`src/rtl/mipsPkg.sv`:
```
// shared widths, encodings and decoded control fields of the integer core
// opcode and funct lists hold only the supported instructions
package mipsPkg;

	parameter int DataWidth    = 32;
	parameter int RegAddrWidth = 5;

	parameter logic [RegAddrWidth-1:0] LinkReg    = 5'd31;
	parameter logic [DataWidth-1:0]    LinkOffset = 32'd4;

	// primary opcodes, instr[31:26]
	typedef enum logic [5:0] {
		OpSpecial = 6'b000000,
		OpJ       = 6'b000010,
		OpJal     = 6'b000011,
		OpBeq     = 6'b000100,
		OpBne     = 6'b000101,
		OpBlez    = 6'b000110,
		OpBgtz    = 6'b000111,
		OpAddi    = 6'b001000,
		OpAddiu   = 6'b001001,
		OpSlti    = 6'b001010,
		OpSltiu   = 6'b001011,
		OpAndi    = 6'b001100,
		OpOri     = 6'b001101,
		OpXori    = 6'b001110,
		OpLui     = 6'b001111
	} opcodeT;

	// special functs, instr[5:0]
	typedef enum logic [5:0] {
		FnSll  = 6'b000000,
		FnSrl  = 6'b000010,
		FnSra  = 6'b000011,
		FnJr   = 6'b001000,
		FnJalr = 6'b001001,
		FnAdd  = 6'b100000,
		FnAddu = 6'b100001,
		FnSub  = 6'b100010,
		FnSubu = 6'b100011,
		FnAnd  = 6'b100100,
		FnOr   = 6'b100101,
		FnXor  = 6'b100110,
		FnNor  = 6'b100111,
		FnSlt  = 6'b101010,
		FnSltu = 6'b101011
	} functT;

	typedef enum logic [3:0] {
		AluAdd, AluSub, AluAnd, AluOr, AluXor, AluNor,
		AluSlt, AluSltu, AluSll, AluSrl, AluSra, AluLui
	} aluOpT;

	typedef struct packed {
		logic  regWrite;
		logic  aluSrc;
		logic  zeroExt;
		logic  link;
		aluOpT aluOp;
	} ctrlT;

	// no write-back, no side effects
	parameter ctrlT NopCtrl = '{regWrite: 1'b0, aluSrc: 1'b0, zeroExt: 1'b0,
		link: 1'b0, aluOp: AluAdd};

endpackage

```
`src/rtl/decodeExecIf.sv`:
```
// one decoded instruction between decode and execute
// no handshake, valid marks a real instruction
`timescale 1ns/10ps

interface decodeExecIf;

	logic                                valid;
	mipsPkg::ctrlT                       ctrl;
	logic [mipsPkg::DataWidth-1:0]       opA;
	logic [mipsPkg::DataWidth-1:0]       opB;
	logic [4:0]                          shamt;
	logic [mipsPkg::RegAddrWidth-1:0]    destReg;

	modport decodeSide (
		output valid,
		output ctrl,
		output opA,
		output opB,
		output shamt,
		output destReg
	);

	modport executeSide (
		input valid,
		input ctrl,
		input opA,
		input opB,
		input shamt,
		input destReg
	);

endinterface

```
`src/rtl/decodeStage.sv`:
```
// decode with branch compare, next address and the decode/execute register
// no forwarding; destinations at or above RegCount write nothing
// bubble wins over freeze; unknown encodings become no-ops
`timescale 1ns/10ps

module decodeStage #(
	parameter int RegCount = 32
) (
	input  logic                                CLK,
	input  logic                                RESET,
	input  logic [mipsPkg::DataWidth-1:0]       instr,
	input  logic [mipsPkg::DataWidth-1:0]       pca,
	input  logic                                freeze,
	input  logic                                bubble,
	output logic [mipsPkg::RegAddrWidth-1:0]    rsAddr,
	output logic [mipsPkg::RegAddrWidth-1:0]    rtAddr,
	input  logic [mipsPkg::DataWidth-1:0]       rsData,
	input  logic [mipsPkg::DataWidth-1:0]       rtData,
	output logic [mipsPkg::DataWidth-1:0]       nextPc,
	output logic                                takenBranch,
	decodeExecIf.decodeSide                     toExec
);

	mipsPkg::opcodeT                     opcode;
	mipsPkg::functT                      funct;
	mipsPkg::ctrlT                       ctrlDec;
	mipsPkg::ctrlT                       ctrl;
	logic                                destRd;
	logic                                destLink;
	logic                                jump;
	logic                                jumpReg;
	logic [mipsPkg::RegAddrWidth-1:0]    destReg;
	logic [mipsPkg::DataWidth-1:0]       immSext;
	logic [mipsPkg::DataWidth-1:0]       immExt;
	logic [mipsPkg::DataWidth-1:0]       jumpTarget;
	logic [mipsPkg::DataWidth-1:0]       branchTarget;

	function automatic mipsPkg::ctrlT aluCtrl(
		input logic           useImm,
		input logic           zext,
		input mipsPkg::aluOpT op
	);
		mipsPkg::ctrlT c;
		c = mipsPkg::NopCtrl;
		c.regWrite = 1'b1;
		c.aluSrc = useImm;
		c.zeroExt = zext;
		c.aluOp = op;
		return c;
	endfunction

	// ------------------------------
	// controller
	// ------------------------------
	assign opcode = mipsPkg::opcodeT'(instr[31:26]);
	assign funct  = mipsPkg::functT'(instr[5:0]);
	assign rsAddr = instr[25:21];
	assign rtAddr = instr[20:16];

	always_comb begin
		ctrlDec  = mipsPkg::NopCtrl;
		destRd   = 1'b0;
		destLink = 1'b0;
		jump     = 1'b0;
		jumpReg  = 1'b0;
		case (opcode)
			mipsPkg::OpSpecial: begin
				destRd = 1'b1;
				case (funct)
					mipsPkg::FnSll: ctrlDec = aluCtrl(1'b0, 1'b0, mipsPkg::AluSll);
					mipsPkg::FnSrl: ctrlDec = aluCtrl(1'b0, 1'b0, mipsPkg::AluSrl);
					mipsPkg::FnSra: ctrlDec = aluCtrl(1'b0, 1'b0, mipsPkg::AluSra);
					mipsPkg::FnAdd, mipsPkg::FnAddu: ctrlDec = aluCtrl(1'b0, 1'b0, mipsPkg::AluAdd);
					mipsPkg::FnSub, mipsPkg::FnSubu: ctrlDec = aluCtrl(1'b0, 1'b0, mipsPkg::AluSub);
					mipsPkg::FnAnd: ctrlDec = aluCtrl(1'b0, 1'b0, mipsPkg::AluAnd);
					mipsPkg::FnOr:  ctrlDec = aluCtrl(1'b0, 1'b0, mipsPkg::AluOr);
					mipsPkg::FnXor: ctrlDec = aluCtrl(1'b0, 1'b0, mipsPkg::AluXor);
					mipsPkg::FnNor: ctrlDec = aluCtrl(1'b0, 1'b0, mipsPkg::AluNor);
					mipsPkg::FnSlt: ctrlDec = aluCtrl(1'b0, 1'b0, mipsPkg::AluSlt);
					mipsPkg::FnSltu: ctrlDec = aluCtrl(1'b0, 1'b0, mipsPkg::AluSltu);
					mipsPkg::FnJr: begin
						jump    = 1'b1;
						jumpReg = 1'b1;
					end
					mipsPkg::FnJalr: begin
						ctrlDec      = aluCtrl(1'b0, 1'b0, mipsPkg::AluAdd);
						ctrlDec.link = 1'b1;
						jump         = 1'b1;
						jumpReg      = 1'b1;
					end
					default: ctrlDec = mipsPkg::NopCtrl;
				endcase
			end
			mipsPkg::OpJ: jump = 1'b1;
			mipsPkg::OpJal: begin
				ctrlDec      = aluCtrl(1'b0, 1'b0, mipsPkg::AluAdd);
				ctrlDec.link = 1'b1;
				destLink     = 1'b1;
				jump         = 1'b1;
			end
			mipsPkg::OpAddi, mipsPkg::OpAddiu: ctrlDec = aluCtrl(1'b1, 1'b0, mipsPkg::AluAdd);
			mipsPkg::OpSlti:  ctrlDec = aluCtrl(1'b1, 1'b0, mipsPkg::AluSlt);
			mipsPkg::OpSltiu: ctrlDec = aluCtrl(1'b1, 1'b0, mipsPkg::AluSltu);
			mipsPkg::OpAndi:  ctrlDec = aluCtrl(1'b1, 1'b1, mipsPkg::AluAnd);
			mipsPkg::OpOri:   ctrlDec = aluCtrl(1'b1, 1'b1, mipsPkg::AluOr);
			mipsPkg::OpXori:  ctrlDec = aluCtrl(1'b1, 1'b1, mipsPkg::AluXor);
			mipsPkg::OpLui:   ctrlDec = aluCtrl(1'b1, 1'b1, mipsPkg::AluLui);
			// branches and unknown opcodes write nothing
			default: ctrlDec = mipsPkg::NopCtrl;
		endcase
	end

	assign destReg = destRd ? instr[15:11] : (destLink ? mipsPkg::LinkReg : instr[20:16]);

	always_comb begin
		ctrl          = ctrlDec;
		ctrl.regWrite = ctrlDec.regWrite && (destReg < RegCount);
	end

	assign immSext = {{16{instr[15]}}, instr[15:0]};
	assign immExt  = ctrlDec.zeroExt ? {16'b0, instr[15:0]} : immSext;

	// ------------------------------
	// branch compare, next address
	// ------------------------------
	always_comb begin
		case (opcode)
			mipsPkg::OpBeq:  takenBranch = (rsData == rtData);
			mipsPkg::OpBne:  takenBranch = (rsData != rtData);
			mipsPkg::OpBlez: takenBranch = ($signed(rsData) <= 0);
			mipsPkg::OpBgtz: takenBranch = ($signed(rsData) > 0);
			default:         takenBranch = 1'b0;
		endcase
	end

	assign jumpTarget   = jumpReg ? rsData : {pca[31:28], instr[25:0], 2'b00};
	assign branchTarget = pca + (immSext << 2);
	assign nextPc       = jump ? jumpTarget : (takenBranch ? branchTarget : pca);

	// ------------------------------
	// decode/execute register
	// ------------------------------
	always_ff @(posedge CLK or negedge RESET) begin
		if (!RESET) begin
			toExec.valid <= 1'b0;
			toExec.ctrl  <= mipsPkg::NopCtrl;
		end else if (bubble) begin
			toExec.valid <= 1'b0;
			toExec.ctrl  <= mipsPkg::NopCtrl;
		end else if (!freeze) begin
			toExec.valid <= 1'b1;
			toExec.ctrl  <= ctrl;
		end
	end

	// link passes pca and 4 to the adder
	always_ff @(posedge CLK) begin
		if (!bubble && !freeze) begin
			toExec.opA     <= ctrlDec.link ? pca : rsData;
			toExec.opB     <= ctrlDec.link ? mipsPkg::LinkOffset
				: (ctrlDec.aluSrc ? immExt : rtData);
			toExec.shamt   <= instr[10:6];
			toExec.destReg <= destReg;
		end
	end

	// an empty slot never carries a write
	assert property (@(posedge CLK) disable iff (!RESET)
		!toExec.valid |-> !toExec.ctrl.regWrite);

endmodule

```
`src/rtl/aluExecute.sv`:
```
// 32-bit ALU and execute/result register; add and addi never trap
// wbValid is held low for as long as freeze is high
`timescale 1ns/10ps

module aluExecute (
	input  logic                                CLK,
	input  logic                                RESET,
	input  logic                                freeze,
	decodeExecIf.executeSide                    fromDecode,
	output logic                                wbValid,
	output logic [mipsPkg::RegAddrWidth-1:0]    wbReg,
	output logic [mipsPkg::DataWidth-1:0]       wbData
);

	logic [mipsPkg::DataWidth-1:0] result;
	logic                          wbValidQ;

	always_comb begin
		result = '0;
		case (fromDecode.ctrl.aluOp)
			mipsPkg::AluAdd:  result = fromDecode.opA + fromDecode.opB;
			mipsPkg::AluSub:  result = fromDecode.opA - fromDecode.opB;
			mipsPkg::AluAnd:  result = fromDecode.opA & fromDecode.opB;
			mipsPkg::AluOr:   result = fromDecode.opA | fromDecode.opB;
			mipsPkg::AluXor:  result = fromDecode.opA ^ fromDecode.opB;
			mipsPkg::AluNor:  result = ~(fromDecode.opA | fromDecode.opB);
			mipsPkg::AluSlt:  result[0] = $signed(fromDecode.opA) < $signed(fromDecode.opB);
			mipsPkg::AluSltu: result[0] = fromDecode.opA < fromDecode.opB;
			// shifts act on rt by shamt
			mipsPkg::AluSll:  result = fromDecode.opB << fromDecode.shamt;
			mipsPkg::AluSrl:  result = fromDecode.opB >> fromDecode.shamt;
			mipsPkg::AluSra:  result = $signed(fromDecode.opB) >>> fromDecode.shamt;
			mipsPkg::AluLui:  result = fromDecode.opB << 16;
			default:          result = '0;
		endcase
	end

	// ------------------------------
	// execute/result register
	// ------------------------------
	always_ff @(posedge CLK or negedge RESET) begin
		if (!RESET) begin
			wbValidQ <= 1'b0;
			wbReg    <= '0;
			wbData   <= '0;
		end else if (!freeze) begin
			wbValidQ <= fromDecode.valid && fromDecode.ctrl.regWrite;
			if (fromDecode.valid) begin
				wbReg  <= fromDecode.destReg;
				wbData <= result;
			end
		end
	end

	assign wbValid = wbValidQ && !freeze;

	// operands from decode and the register file must be fully known
	assert property (@(posedge CLK) disable iff (!RESET)
		wbValid |-> !$isunknown(wbData));

endmodule

```
`src/rtl/regFile.sv`:
```
// register file, two combinational read ports and one write port
// not reset; register 0 and indexes at or above RegCount read as zero
`timescale 1ns/10ps

module regFile #(
	parameter int RegCount = 32
) (
	input  logic                                CLK,
	input  logic [mipsPkg::RegAddrWidth-1:0]    rsAddr,
	input  logic [mipsPkg::RegAddrWidth-1:0]    rtAddr,
	output logic [mipsPkg::DataWidth-1:0]       rsData,
	output logic [mipsPkg::DataWidth-1:0]       rtData,
	input  logic                                wbValid,
	input  logic [mipsPkg::RegAddrWidth-1:0]    wbReg,
	input  logic [mipsPkg::DataWidth-1:0]       wbData
);

	localparam int IdxWidth = $clog2(RegCount);

	logic [mipsPkg::DataWidth-1:0] regs [RegCount];

	// register 0 is never written
	always_ff @(posedge CLK) begin
		if (wbValid && wbReg != '0 && wbReg < RegCount) begin
			regs[wbReg[IdxWidth-1:0]] <= wbData;
		end
	end

	assign rsData = (rsAddr == '0 || rsAddr >= RegCount) ? '0 : regs[rsAddr[IdxWidth-1:0]];
	assign rtData = (rtAddr == '0 || rtAddr >= RegCount) ? '0 : regs[rtAddr[IdxWidth-1:0]];

	// decode masks destinations outside the file
	assert property (@(posedge CLK) wbValid |-> wbReg < RegCount);

endmodule

```
`src/rtl/coreTop.sv`:
```
// integer core slice: decode, execute and register file
// no forwarding, a result is readable three accepted cycles after issue
`timescale 1ns/10ps

module coreTop #(
	parameter int RegCount = 32
) (
	input  logic                                CLK,
	input  logic                                RESET,
	input  logic [mipsPkg::DataWidth-1:0]       instr,
	input  logic [mipsPkg::DataWidth-1:0]       pca,
	input  logic                                freeze,
	input  logic                                bubble,
	output logic [mipsPkg::DataWidth-1:0]       nextPc,
	output logic                                takenBranch,
	output logic                                wbValid,
	output logic [mipsPkg::RegAddrWidth-1:0]    wbReg,
	output logic [mipsPkg::DataWidth-1:0]       wbData
);

	logic [mipsPkg::RegAddrWidth-1:0] rsAddr;
	logic [mipsPkg::RegAddrWidth-1:0] rtAddr;
	logic [mipsPkg::DataWidth-1:0]    rsData;
	logic [mipsPkg::DataWidth-1:0]    rtData;

	decodeExecIf u_decodeExecIf ();

	decodeStage #(
		.RegCount (RegCount)
	) u_decodeStage (
		.CLK         (CLK),
		.RESET       (RESET),
		.instr       (instr),
		.pca         (pca),
		.freeze      (freeze),
		.bubble      (bubble),
		.rsAddr      (rsAddr),
		.rtAddr      (rtAddr),
		.rsData      (rsData),
		.rtData      (rtData),
		.nextPc      (nextPc),
		.takenBranch (takenBranch),
		.toExec      (u_decodeExecIf.decodeSide)
	);

	// freeze also gates the write-back here
	aluExecute u_aluExecute (
		.CLK        (CLK),
		.RESET      (RESET),
		.freeze     (freeze),
		.fromDecode (u_decodeExecIf.executeSide),
		.wbValid    (wbValid),
		.wbReg      (wbReg),
		.wbData     (wbData)
	);

	regFile #(
		.RegCount (RegCount)
	) u_regFile (
		.CLK     (CLK),
		.rsAddr  (rsAddr),
		.rtAddr  (rtAddr),
		.rsData  (rsData),
		.rtData  (rtData),
		.wbValid (wbValid),
		.wbReg   (wbReg),
		.wbData  (wbData)
	);

endmodule

```
`config.mk`:
```
export PLATFORM = sky130hd
export DESIGN_NAME = coreTop
export DESIGN_NICKNAME = d
export VERILOG_FILES = /design/src/rtl/mipsPkg.sv /design/src/rtl/decodeExecIf.sv /design/src/rtl/decodeStage.sv /design/src/rtl/aluExecute.sv /design/src/rtl/regFile.sv /design/src/rtl/coreTop.sv
export SDC_FILE = /design/constraint.sdc
export NUM_CORES = 2
export LEC_CHECK = 0
export BUFFER_PORTS_ARGS = -buffer_cell sky130_fd_sc_hd__buf_2
export CORE_MARGIN = 2
export CORE_UTILIZATION = 30
export CTS_CLUSTER_SIZE = 30
export DETAILED_ROUTE_END_ITERATION = 6
export HOLD_SLACK_MARGIN = 0.03
export PLACE_DENSITY = 0.46
export SYNTH_ARGS = -nofsm -noshare
export SYNTH_HDL_FRONTEND = slang
export SYNTH_SLANG_ARGS = --single-unit
```
`constraint.sdc`:
```
create_clock -name CLK -period 11 [get_ports CLK]
set_input_delay 1.1 -clock CLK [delete_from_list [all_inputs] [get_ports CLK]]
set_output_delay 1.1 -clock CLK [all_outputs]
set_load 0.005 [all_outputs]
```
==> summary.md <==
| Metric | Value |
|---|---|
| Mapped Cells | 4474 |
| Max-cap violations | 0 |
| Num CTS Buffers | 121 |
| Placer Congestion | 0.964 |
| CP max stage cell | nor2b_4 |
| Setup Skew | 34.5 ps |
| Longest Clk Path Bufs | 3 |
| Top cell type's share of synthesized area | 52.0% |
| CP max stage delay | 880 ps |
| Chip height | 464 µm |
| Most frequent cells in the layout | edfxtp_1, mux4_2, nor2_1 |
| Total global routing overflow | 0 |
| Setup ws final | 2930 ps |
| Setup violations, final | 0 |
| Clock slew at reported path FFs | 60 ps |
| Core footprint | 210000 µm² |
| Fillers | 20600 |
| Pwr dens | 155 nW/µm² |
| Actual slew at the worst max-slew pin | 1380 ps |
| Setup TNS | 0 ps |
| Initial Utilization | 30.2% |
| Std-Cell Rows | 168 |
| Initial antenna violation count | 14 |
| Buf/Inv on CP | 4 |
| Synth warn | 0 |
| Layout Nets | 4754 |
| Sink Count | 1142 |
| DRC | 0 |
| Root buffer cell | clkbuf_16 |
| Post-DP HPWL | 161 mm |
| Sequential area share after synthesis | 53.7% |
| Largest net degree at the start of global routing | 94 |
| Via Count | 44900 |
| Post-CTS sizing | 0 |
| Critical path capture point type | output pin |
| Via-to-Cell Ratio | 6.01 |
| Fin. max-slew vios | 0 |
| Most area-consuming cells after synthesis | edfxtp_1, mux4_2, mux2i_1, ha_1, mux2_2 |
| Maximum vdd drop | 0.000128 V |
| Synth cell types | 91 |
| Worst Setup Start Kind | primary input |
| Critical setup path kind | in2out |
| Predominant post-synthesis flop cell | edfxtp_1 |
| Drt total wl | 258 mm |
| Tot GR Track Use | 23.3% |
| Critical Path Most Common Cell | buf_4 |
| Post-CTS Setup Repair Bufs | 0 |
| CP Data Arrival Time | 6970 ps |
| Hold-fix buffers, CTS | 0 |
| EDFF count, synth | 1098 |
| Period utilization | 73.4% |
| Antenna Nets Post-Route | 0 |
| Layout area overhead | 12.2% |
| Final hold violation count | 0 |
| Highest Clock Rate | 124 MHz |
| Die Wd | 464 µm |
| Hold crit path type | in2async |
| Worst-path fanout max | 67 |
| CTS tree | done |
| Wire length per cell | 34.5 µm |
| Layout cell share with drive strength beyond 1 | 24.5% |
| Setup Slack @ Placement | 3010 ps |
| Worst path required time | 9900 ps |
| Tmin final | 8070 ps |
| Clock latency on the worst-skew pair | 770 ps |
| CP delay by family, top | compound AO/OA/AOI/OAI gates |
| CP cell instances | buf_8 > nor2b_4 > buf_4 > a22oi_1 > a221oi_1 > o21ai_1 > xnor2_1 > nand4_1 > nor4_2 > a21oi_1 > or3_2 > buf_4 > o211a_1 > a221oi_2 > buf_2 |
| Dominant cell type by area after synthesis | edfxtp_1 |
| Io pins | 139 |
| First DRT Iteration DRCs | 6356 |
| Slew HR | 7.66% |
| Full die area | 215000 µm² |
| Seq cells post-synth | 1142 |
| Vias in the first global route | 43200 |
| Port buffer count | 138 |
| First-pass GRT wire length | 355 mm |
| Leakage Power | 23.9 nW |
| DRT Pass-1 Iters | 6 |
| H-tree depth | 3 |
| Syn_area_per_cell | 14.2 µm² |
| Synth async-reset ratio | 3.85% |
| Setup repair after global routing missed its margin | false |
| Most common cell after layout, fill and taps aside | edfxtp_1 |
| Synth Cell Area | 63400 µm² |
| Status | finished clean |
## layout make-up
type                    count  area, µm²  share of cell area [%]
well taps                2805       3510                    4.93
diodes                      4       10.0                  0.0141
repair buffers            276       1870                    2.63
flip-flops and latches   1142      34100                    47.9
clock buffers             156       3230                    4.54
multi-input cells        2896      27400                    38.5
clock inverters            73        644                   0.905
inverters                 121        454                   0.638
## kinds of logic (layout without fill, tap and decap cells)
group	count (synthesis)	count (layout)	synth area share [%]
XOR/XNOR	62	62	0.856
flip-flops	1142	1142	53.7
other	1	36	0.00591
AO/OA/AOI/OAI	1013	1013	11.2
AND/OR/NAND/NOR	898	898	6.34
buffers and inverters	467	626	3.85
multiplexers	763	763	21.4
adder cells (fa/ha/maj)	128	128	2.56
## sequential cells by signal (all words and copies together) (netlist names)
name,flops
u_regFile.regs,1024
u_aluExecute.wbData,32
u_decodeStage.toExec.opA,32
u_decodeStage.toExec.opB,32
u_aluExecute.wbReg,5
u_decodeStage.toExec.ctrl,5
u_decodeStage.toExec.destReg,5
u_decodeStage.toExec.shamt,5
u_aluExecute.wbValidQ,1
u_decodeStage.toExec.valid,1
## power breakdown
| part | total [mW] | switching, mW | leakage (nW) | internal (mW) |
|---|---|---|---|---|
| registers | 5.16 | 0.0913 | 10.6 | 5.07 |
| clock network | 4.08 | 1.82 | 1.87 | 2.26 |
| logic | 1.83 | 1.24 | 11.4 | 0.583 |
## worst register-to-register path, stage by stage (launching register included)
cell and delay (ps):
edfxtp_1 680, inv_1 200, ha_1 370, o21bai_1 100
a21oi_1 410, o2111ai_1 240, a2111oi_0 800, nor4b_1 150
o21ai_0 500, and2_1 230, a2bb2oi_1 160, a21oi_1 100
nor4_1 800, o21ai_0 160
## metal layers
metal / GRT usage, % / vias to the layer above / routed length [µm]
met4: 6.59 / 8 / 8140
li1: - / 18200 / -
met1: 32.8 / 24100 / 110000
met3: 4.33 / 370 / 21000
met5: 0 / - / 56
met2: 36.5 / 2259 / 118000
## per-stage QoR
| step | std cells | instance area, µm² | total power, mW | util (%) | hold slack [ps] |
|---|---|---|---|---|---|
| after floorplan | 4505 | 63500 | 6.26 | - | 415 |
| after global placement | 7239 | 67300 | 7.05 | 32.1 | 478 |
| after detailed placement | 7240 | 67300 | 7.05 | 32.1 | 479 |
| after CTS | 7469 | 71200 | 11.1 | 33.9 | 471 |
| after global routing | 7470 | 71200 | 11.4 | 33.9 | 507 |
| final | 7473 | 71200 | 11.1 | 33.9 | 479 |
## worst paths after layout
check	startpoint	to	slack (ps)	cells after the start
max in group asynchronous	RESET	u_decodeStage.toExec.ctrl[7]	9960	2
max reg2reg	u_decodeStage.toExec.opB[1]	u_aluExecute.wbData[21]	5940	13
min in group CLK	u_decodeStage.toExec.destReg[2]	u_aluExecute.wbReg[2]	490	2
max	instr[22]	nextPc[27]	2930	15
min	RESET	u_aluExecute.wbData[30]	480	2
min reg2reg	u_decodeStage.toExec.destReg[2]	u_aluExecute.wbReg[2]	490	2
## cell usage after synthesis (all sizes together), types with 34 or more instances
cell / count
a22oi: 80
o21ai: 220
edfxtp: 1098
mux2: 126
a21oi: 190
mux4: 464
ha: 125
nand2: 267
nand3: 96
a211o: 50
inv: 117
a22o: 49
nor2: 332
dfrtp: 44
o221ai: 52
xnor2: 54
clkbuf: 183
a221oi: 65
mux2i: 173
o211ai: 34
buf: 163
nor3: 46
Power figures use the tool's default switching activity.
